==> config.mk <==
export PLATFORM = sky130hd
export DESIGN_NAME = frame_capture_top
export DESIGN_NICKNAME = d
export VERILOG_FILES = /design/src/frame_capture_pkg.sv /design/src/pixel_distributor.sv /design/src/frame_bank_writer.sv /design/src/frame_readout_apb.sv /design/src/frame_capture_top.sv
export VERILOG_INCLUDE_DIRS = /design/src
export SDC_FILE = /design/constraint.sdc
export NUM_CORES = 1
export LEC_CHECK = 0
export BUFFER_PORTS_ARGS = -buffer_cell sky130_fd_sc_hd__buf_2
export CORE_ASPECT_RATIO = 2
export CORE_MARGIN = 2
export CORE_UTILIZATION = 35
export CTS_CLUSTER_DIAMETER = 80
export DETAILED_ROUTE_END_ITERATION = 16
export SLEW_MARGIN = 20
export SYNTH_ARGS = -nofsm -noshare
export SYNTH_HDL_FRONTEND = slang
export SYNTH_SLANG_ARGS = --single-unit
==> constraint.sdc <==
create_clock -name clk -period 4.8 [get_ports clk]
set_clock_uncertainty 0.05 [all_clocks]
set_input_delay 0.24 -clock clk [delete_from_list [all_inputs] [get_ports clk]]
set_output_delay 0.24 -clock clk [all_outputs]
set_load 0.02 [all_outputs]
==> src/frame_capture_settings.svh <==
`ifndef FRAME_CAPTURE_SETTINGS_SVH
`define FRAME_CAPTURE_SETTINGS_SVH

////////////////////////////////////////
// Frame geometry
////////////////////////////////////////

// Bank count, a power of two from 1 to 8
`define FC_NUM_BANKS 4
// 64 for simulation, 307200 for a full 640x480 frame
`define FC_FRAME_PIXELS 64
`define FC_BANK_DEPTH (`FC_FRAME_PIXELS / `FC_NUM_BANKS)
`define FC_BANK_ADDR_BITS $clog2(`FC_BANK_DEPTH)
// One extra code so the count can hold a full frame
`define FC_PIXEL_ADDR_BITS $clog2(`FC_FRAME_PIXELS + 1)
// Green/luma byte only
`define FC_PIXEL_BITS 8

////////////////////////////////////////
// APB register map
////////////////////////////////////////

`define FC_REG_CTRL 12'h000
`define FC_REG_STATUS 12'h004
`define FC_PIXEL_BASE 12'h400

`endif

==> src/frame_capture_pkg.sv <==
`include "frame_capture_settings.svh"

package frame_capture_pkg;

    ////////////////////////////////////////
    // Camera side
    ////////////////////////////////////////

    // One camera cycle, pulses as the sensor delivers them
    typedef struct packed {
        logic [31:0] data;
        logic        pixel_done;
        logic        frame_done;
    } cam_word_t;

    // Distributor to one bank
    typedef struct packed {
        logic                            we;
        logic [`FC_BANK_ADDR_BITS-1:0] addr;
        logic [`FC_PIXEL_BITS-1:0]     data;
    } bank_write_t;

    // Two-step save, then hold until re-armed
    typedef enum logic [1:0] {
        WAIT_PIXEL,
        SAVE_PIXEL,
        FROZEN
    } bank_state_e;

    ////////////////////////////////////////
    // Host side
    ////////////////////////////////////////

    typedef struct packed {
        logic        psel;
        logic        penable;
        logic        pwrite;
        logic [11:0] paddr;
        logic [31:0] pwdata;
    } apb_req_t;

    typedef struct packed {
        logic [31:0] prdata;
        logic        pready;
        logic        pslverr;
    } apb_rsp_t;

    typedef enum logic [1:0] {
        IDLE,
        SETUP,
        ACCESS_WAIT,
        ACCESS_DONE
    } apb_phase_e;

endpackage

==> src/pixel_distributor.sv <==
`timescale 1ns/1ps
`include "frame_capture_settings.svh"

module pixel_distributor (
    input  logic                                 clk,
    input  logic                                 reset,
    input  frame_capture_pkg::cam_word_t         cam,
    input  logic                                 rearm,
    output frame_capture_pkg::bank_write_t       bank_wr [`FC_NUM_BANKS],
    output logic                                 frozen,
    output logic                                 frame_valid,
    output logic                                 overflow,
    output logic                                 armed,
    output logic [`FC_PIXEL_ADDR_BITS-1:0]       pixel_count
);

    localparam int NB = `FC_NUM_BANKS;
    localparam int FRAME_PIXELS = `FC_FRAME_PIXELS;
    localparam int ABITS = `FC_BANK_ADDR_BITS;

    logic                      new_pixel;
    logic                      frame_full;
    logic                      accept;
    logic [NB-1:0]             wr_en_q;
    logic [ABITS-1:0]          wr_addr_q;
    logic [`FC_PIXEL_BITS-1:0] wr_data_q;

    // frame_done wins over a pixel in the same cycle
    assign new_pixel = cam.pixel_done && !cam.frame_done && !frozen;
    assign frame_full = int'(pixel_count) >= FRAME_PIXELS;
    assign accept = new_pixel && !frame_full;

    ////////////////////////////////////////
    // Frame state
    ////////////////////////////////////////

    always_ff @(posedge clk) begin
        if (reset || rearm) begin
            frozen      <= 1'b0;
            overflow    <= 1'b0;
            pixel_count <= '0;
        end else begin
            if (cam.frame_done) begin
                frozen <= 1'b1;
            end
            // Extra pixels are dropped and never wrapped
            if (new_pixel && frame_full) begin
                overflow <= 1'b1;
            end
            if (accept) begin
                pixel_count <= pixel_count + 1'b1;
            end
        end
    end

    // A frozen frame is the valid one
    assign frame_valid = frozen;
    assign armed = !frozen;

    ////////////////////////////////////////
    // Round-robin steering
    ////////////////////////////////////////

    always_ff @(posedge clk) begin
        if (reset || rearm) begin
            wr_en_q <= '0;
        end else begin
            for (int i = 0; i < NB; i++) begin
                wr_en_q[i] <= accept && (int'(pixel_count) % NB == i);
            end
        end
    end

    // Payload shared by all banks and only one enable is live
    always_ff @(posedge clk) begin
        if (accept) begin
            wr_addr_q <= ABITS'(int'(pixel_count) / NB);
            // Keep green/luma
            wr_data_q <= cam.data[23:16];
        end
    end

    for (genvar i = 0; i < NB; i++) begin : g_wr
        assign bank_wr[i] = '{we: wr_en_q[i], addr: wr_addr_q, data: wr_data_q};
    end

    // No bank write once the frame is frozen
    assert property (@(posedge clk) disable iff (reset) (|wr_en_q) |-> !frozen);

endmodule

==> src/frame_bank_writer.sv <==
`timescale 1ns/1ps
`include "frame_capture_settings.svh"

module frame_bank_writer (
    input  logic                               clk,
    input  logic                               reset,
    input  frame_capture_pkg::bank_write_t     wr,
    input  logic                               frozen,
    input  logic [`FC_BANK_ADDR_BITS-1:0]      rd_addr,
    output logic [`FC_PIXEL_BITS-1:0]          rd_data
);

    localparam int ABITS = `FC_BANK_ADDR_BITS;
    localparam int PBITS = `FC_PIXEL_BITS;
    localparam int DEPTH = `FC_BANK_DEPTH;

    frame_capture_pkg::bank_state_e state;

    logic [ABITS-1:0] addr_q;
    logic [PBITS-1:0] pixel_q;
    logic             ram_we;
    logic [PBITS-1:0] mem [DEPTH];

    ////////////////////////////////////////
    // Capture FSM
    ////////////////////////////////////////

    always_ff @(posedge clk) begin
        if (reset) begin
            state <= frame_capture_pkg::WAIT_PIXEL;
        end else begin
            case (state)
                frame_capture_pkg::WAIT_PIXEL: begin
                    // A pending pixel is saved before freezing
                    if (wr.we) begin
                        state <= frame_capture_pkg::SAVE_PIXEL;
                    end else if (frozen) begin
                        state <= frame_capture_pkg::FROZEN;
                    end
                end
                frame_capture_pkg::SAVE_PIXEL: begin
                    state <= frozen ? frame_capture_pkg::FROZEN
                                    : frame_capture_pkg::WAIT_PIXEL;
                end
                frame_capture_pkg::FROZEN: begin
                    // Held until the host re-arms
                    if (!frozen) begin
                        state <= frame_capture_pkg::WAIT_PIXEL;
                    end
                end
                default: begin
                    state <= frame_capture_pkg::WAIT_PIXEL;
                end
            endcase
        end
    end

    // Latch pixel and slot while waiting
    always_ff @(posedge clk) begin
        if (state == frame_capture_pkg::WAIT_PIXEL && wr.we) begin
            addr_q  <= wr.addr;
            pixel_q <= wr.data;
        end
    end

    assign ram_we = (state == frame_capture_pkg::SAVE_PIXEL);

    ////////////////////////////////////////
    // Bank RAM
    ////////////////////////////////////////

    // Registered read port for the host side
    always_ff @(posedge clk) begin
        if (ram_we) begin
            mem[addr_q] <= pixel_q;
        end
        rd_data <= mem[rd_addr];
    end

    // Distributor must not feed a frozen bank
    assert property (@(posedge clk) disable iff (reset)
        state == frame_capture_pkg::FROZEN |-> !wr.we);

endmodule

==> src/frame_readout_apb.sv <==
`timescale 1ns/1ps
`include "frame_capture_settings.svh"

module frame_readout_apb (
    input  logic                              clk,
    input  logic                              reset,
    input  frame_capture_pkg::apb_req_t       apb_req,
    output frame_capture_pkg::apb_rsp_t       apb_rsp,
    input  logic                              frame_valid,
    input  logic                              overflow,
    input  logic                              armed,
    input  logic [`FC_PIXEL_ADDR_BITS-1:0]    pixel_count,
    output logic [`FC_BANK_ADDR_BITS-1:0]     rd_addr,
    input  logic [`FC_PIXEL_BITS-1:0]         bank_rd_data [`FC_NUM_BANKS],
    output logic                              rearm
);

    localparam int NB = `FC_NUM_BANKS;
    localparam int FRAME_PIXELS = `FC_FRAME_PIXELS;
    localparam int ABITS = `FC_BANK_ADDR_BITS;
    localparam int SBITS = (NB > 1) ? $clog2(NB) : 1;
    localparam logic [11:0] REG_CTRL = `FC_REG_CTRL;
    localparam logic [11:0] REG_STATUS = `FC_REG_STATUS;
    localparam logic [11:0] PIXEL_BASE = `FC_PIXEL_BASE;

    frame_capture_pkg::apb_phase_e phase_q;
    frame_capture_pkg::apb_phase_e phase;

    logic             setup;
    logic [11:0]      pix_offset;
    logic [9:0]       pix_index;
    logic             pixel_area;
    logic             pixel_in_frame;
    logic             pixel_read;
    logic             access_err;
    logic [31:0]      status_word;
    logic [31:0]      reg_rdata;
    logic [31:0]      prdata_q;
    logic             err_q;
    logic             rearm_q;
    logic [SBITS-1:0] sel_q;

    ////////////////////////////////////////
    // Address decode
    ////////////////////////////////////////

    assign setup = apb_req.psel && !apb_req.penable;

    // Word-per-pixel layout above the base
    assign pix_offset = apb_req.paddr - PIXEL_BASE;
    assign pix_index = pix_offset[11:2];
    assign pixel_area = apb_req.paddr >= PIXEL_BASE;
    assign pixel_in_frame = int'(pix_index) < FRAME_PIXELS;
    assign pixel_read = pixel_area && pixel_in_frame && !apb_req.pwrite;

    always_comb begin
        if (pixel_area) begin
            access_err = apb_req.pwrite || !pixel_in_frame;
        end else if (apb_req.paddr == REG_STATUS) begin
            access_err = apb_req.pwrite;
        end else if (apb_req.paddr == REG_CTRL) begin
            access_err = 1'b0;
        end else begin
            access_err = 1'b1;
        end
    end

    assign status_word = {16'(pixel_count), 13'd0, armed, overflow, frame_valid};
    // CTRL reads back zero
    assign reg_rdata = (apb_req.paddr == REG_STATUS) ? status_word : 32'd0;

    // Same slot in every bank, the mux picks one later
    assign rd_addr = ABITS'(int'(pix_index) / NB);

    ////////////////////////////////////////
    // Phase tracking
    ////////////////////////////////////////

    always_ff @(posedge clk) begin
        if (reset) begin
            phase_q <= frame_capture_pkg::IDLE;
        end else if (setup) begin
            // Pixel reads wait one cycle for the RAM register
            phase_q <= pixel_read ? frame_capture_pkg::ACCESS_WAIT
                                  : frame_capture_pkg::ACCESS_DONE;
        end else if (phase_q == frame_capture_pkg::ACCESS_WAIT) begin
            phase_q <= frame_capture_pkg::ACCESS_DONE;
        end else begin
            phase_q <= frame_capture_pkg::IDLE;
        end
    end

    assign phase = setup ? frame_capture_pkg::SETUP : phase_q;

    always_ff @(posedge clk) begin
        if (reset) begin
            rearm_q <= 1'b0;
        end else if (setup) begin
            rearm_q <= apb_req.pwrite && apb_req.paddr == REG_CTRL && apb_req.pwdata[0];
        end
    end

    // Decode held through the access
    always_ff @(posedge clk) begin
        if (setup) begin
            err_q <= access_err;
            sel_q <= SBITS'(int'(pix_index) % NB);
            if (!pixel_read) begin
                prdata_q <= reg_rdata;
            end
        end else if (phase_q == frame_capture_pkg::ACCESS_WAIT) begin
            prdata_q <= 32'(bank_rd_data[sel_q]);
        end
    end

    ////////////////////////////////////////
    // Response
    ////////////////////////////////////////

    assign apb_rsp.pready = (phase == frame_capture_pkg::ACCESS_DONE);
    assign apb_rsp.pslverr = apb_rsp.pready && err_q;
    assign apb_rsp.prdata = prdata_q;

    // Pulse on the completing cycle, distributor clears on the next edge
    assign rearm = rearm_q && (phase_q == frame_capture_pkg::ACCESS_DONE);

    // Slave only completes while the master is in ACCESS
    assert property (@(posedge clk) disable iff (reset)
        apb_rsp.pready |-> apb_req.psel && apb_req.penable);

endmodule

==> src/frame_capture_top.sv <==
`timescale 1ns/1ps
`include "frame_capture_settings.svh"

module frame_capture_top (
    input  logic                          clk,
    input  logic                          reset,
    input  frame_capture_pkg::cam_word_t  cam,
    input  frame_capture_pkg::apb_req_t   apb_req,
    output frame_capture_pkg::apb_rsp_t   apb_rsp
);

    frame_capture_pkg::bank_write_t       bank_wr [`FC_NUM_BANKS];
    logic [`FC_PIXEL_BITS-1:0]            bank_rd_data [`FC_NUM_BANKS];
    logic [`FC_BANK_ADDR_BITS-1:0]        rd_addr;
    logic [`FC_PIXEL_ADDR_BITS-1:0]       pixel_count;
    logic                                 frozen;
    logic                                 frame_valid;
    logic                                 overflow;
    logic                                 armed;
    logic                                 rearm;

    pixel_distributor u_distributor (
        .clk         (clk),
        .reset       (reset),
        .cam         (cam),
        .rearm       (rearm),
        .bank_wr     (bank_wr),
        .frozen      (frozen),
        .frame_valid (frame_valid),
        .overflow    (overflow),
        .armed       (armed),
        .pixel_count (pixel_count)
    );

    ////////////////////////////////////////
    // Frame banks
    ////////////////////////////////////////

    for (genvar i = 0; i < `FC_NUM_BANKS; i++) begin : g_bank
        frame_bank_writer u_writer (
            .clk     (clk),
            .reset   (reset),
            .wr      (bank_wr[i]),
            .frozen  (frozen),
            .rd_addr (rd_addr),
            .rd_data (bank_rd_data[i])
        );

        // Every bank settles frozen one cycle after the frame ends
        assert property (@(posedge clk) disable iff (reset)
            $rose(frozen) |=> u_writer.state == frame_capture_pkg::FROZEN);
    end

    frame_readout_apb u_readout (
        .clk          (clk),
        .reset        (reset),
        .apb_req      (apb_req),
        .apb_rsp      (apb_rsp),
        .frame_valid  (frame_valid),
        .overflow     (overflow),
        .armed        (armed),
        .pixel_count  (pixel_count),
        .rd_addr      (rd_addr),
        .bank_rd_data (bank_rd_data),
        .rearm        (rearm)
    );

endmodule

==> out/summary.txt <==
status - completed
Critical Path Source Type - input port
Slew Limit Fails - 0
crit path cell chain - buf_2 > buf_4 > nor2b_1 > buf_4 > a22oi_1 > nand2_1
EDFF count, synth - 590
Worst-Margin Slew - 1.103 ns
Placed Instance Area - 0.02554 mm^2
Worst Path Arrival - 2.92 ns
post-synth cell types - 42
Root Driver - clkbuf_16
Post-Route WL - 56410 um
Routability Congestion - 0.7781
vias in the first global route - 12.07k
post-CTS sizing - 0
Antenna Nets Post-Route - 0
worst-path fanout max - 24
most frequent CP cell - buf_4
Synth Warn # - 0
chip width - 190.2 um
slowest stage delay, CP - 0.88 ns
VDD IR max - 0.2569 mV
Core ar. - 0.06875 mm^2
Clock Tree Buf Depth - 3
Crit-path slowest cell - nor2b_1
Synth Area in Simple Gates - 4.723%
CP Class - in2reg
first-pass GRT wire length - 80800 um
total power - 0.01086 W
largest family of logic cells by synthesized area - multiplexers
highest clock rate - 410.3 MHz
crit end category - flop
CP top delay family - buffers and inverters
Initial DRT Pass Iterations - 6
Tmin final - 2.437 ns
Leak Pwr - 9.010 nW
Layout Utilization - 39.75%
hpwl dp - 38060 um
Multi-input gate area - 0.005145 mm^2
Layout Nets - 1441
Post-synth ARST share - 0%
Max-Cap Viols - 0
post-synthesis sequential area ratio - 77.63%
fillers - 6226
fin crit share - 50.78%
DRC viols - 0
synthesized cell area - 0.02427 mm^2
Reg clk slew, reported paths - 0.07 ns
Syn Area/Cell - 18.94 um^2
post-route cell area - 0.02733 mm^2
cells after synthesis - 1281
Synth Area in Compound Gates - 3.455%
pwr dens - 397.5 mW/mm^2
FF+latch count, synth - 646
post-synthesis xor/xnor area fraction - 0.1805%
1st-iter DRT viols - 796
Die Area - 0.07158 mm^2
unrepaired setup endpoints after global routing - false
CTS tree - done
CP Data Required Time - 5.29 ns
CTS Sinks - 646
share of cells above drive strength 1 - 16.92%
# IOs - 117
mux cell area share after synthesis - 12.00%
adder-cell share of the synthesized area - 0.2062%
final hold violation count - 0
row count - 136
Buf/Inv on CP - 3
via count - 11.67k
Setup Viol. Count Final - 0
Initial Util - 35.30%
Port Buffer Count - 44
Reg area - 0.01884 mm^2
total global routing overflow - 0
Clock Latency Late Sink - 0.60 ns
total track usage - 15.79%
Die Ht - 376.4 um
Synth Flop Type - edfxtp_1
H-tree Lvls - 2
worst relative slew slack - 26.16%
worst hold path class - in2reg
initial antenna violation count - 1
largest net degree at the start of global routing - 104
Routed WL per cell - 24.59 um
CTS Buf Count - 49
Sum Neg Setup Slack - 0 ns
area delta synth->final - 12.61%
via density per instance - 5.087
==> flip-flops by register name (all words and copies together), names as in the netlist <==
name	count
g_bank.u_writer.mem	512
g_bank.u_writer.pixel_q	32
g_bank.u_writer.rd_data	32
g_bank.u_writer.addr_q	16
u_readout.prdata_q	15
g_bank.u_writer.state	8
u_distributor.wr_data_q	8
u_distributor.pixel_count	7
u_distributor.wr_addr_q	4
u_distributor.wr_en_q	4
u_readout.phase_q	2
u_readout.sel_q	2
u_distributor.frame_valid	1
u_distributor.overflow	1
u_readout.err_q	1
u_readout.rearm_q	1
==> layout by cell type (no fill, tap or decap), types with 13 or more instances in the layout <==
master         instances
nand2_1               44
a22oi_1               96
mux4_2                72
conb_1                17
edfxtp_1             590
dfxtp_1               56
buf_2                 43
dlygate4sd3_1         13
nand2b_1              15
buf_4                 24
nor2_1                67
mux2i_1              128
nand3_1               34
clkbuf_16             51
==> synth_stat cells (all sizes together) (5+ instances only) <==
cell type	n	area share (%)
nor2	69	1.1
clkbuf	19	0.29
and3	6	0.15
a22oi	96	3.0
nor3	20	0.41
and2	12	0.31
nand2b	15	0.39
mux2i	129	5.3
dfxtp	56	4.6
mux4	72	6.7
edfxtp	590	73
nand2	44	0.68
nor2b	8	0.21
nand3	34	0.70
nor3b	5	0.15
buf	57	1.4
==> power by group <==
part	switching [W]	total (W)	internal, W
logic	0.000249	0.000424	0.000175
registers	0.0000696	0.00619	0.00612
clock network	0.00193	0.00425	0.00232
total	0.00225	0.0109	0.00862
==> repair_timing <==
item | CTS | global route
hold buffers | 13 | 0
buffers inserted | 0 | 0
hold endpoints to repair | 16 | 0
==> kinds of logic after synthesis <==
kind of cell | count (synthesis)
xor gates and xnor gates | 5
and+or+nand+nor | 231
buffers and inverters | 80
DFF | 646
muxes | 201
AOI/OAI and AO/OA | 113
adders and majority gates | 4
other | 1
==> per-stage QoR <==
| step | setup WS (ns) | instances | hold WS (ns) |
|---|---|---|---|
| CTS | 2.296 | 2292 | 0.04605 |
| detailed placement | 1.662 | 2187 | 0.3684 |
| global route | 2.134 | 2293 | 0.07605 |
| floorplan | 2.797 | 1297 | 0.2591 |
| global placement | 1.640 | 2187 | 0.3718 |
| finish | 2.363 | 2294 | 0.05350 |
==> worst reg2reg max path, cell delays in order, from the launching register on <==
cell      delay (ns)
dfxtp_1         0.34
nand2b_1        0.18
or3b_2          0.54
nor2_1          0.73
==> per-layer routing <==
metal	vias to the layer above	global-route usage, %	part of all wire (%)
li1	5221	-	-
met1	6080	16.09	34
met2	283	31.92	59
met3	86	1.332	3.1
met4	0	6.830	4.0
met5	-	0	0
==> area by class of cell <==
class / instances / share of cell area [%]
antenna: 2 / 0.01832
clock buffer: 66 / 4.986
clock inverter: 26 / 1.016
inverter: 4 / 0.05495
multi-input combinational: 571 / 18.83
sequential: 646 / 68.94
tap: 897 / 4.107
timing repair buffer: 82 / 2.051
==> path summary, 6_finish.rpt <==
| path | from | end | slack, ns | depth (start not counted) |
|---|---|---|---|---|
| worst max-delay path | apb_req[37] | g_bank[3].u_writer.rd_data[6] | 2.36 | 6 |
| worst min-delay path | apb_req[44] | u_readout.phase_q[0] | 0.05 | 3 |
| worst max register to register | g_bank[2].u_writer.state[1] | g_bank[2].u_writer.mem[5][2] | 2.59 | 3 |
| worst min register to register | u_readout.rearm_q | u_readout.rearm_q | 0.45 | 2 |
Power figures use the tool's default switching activity.
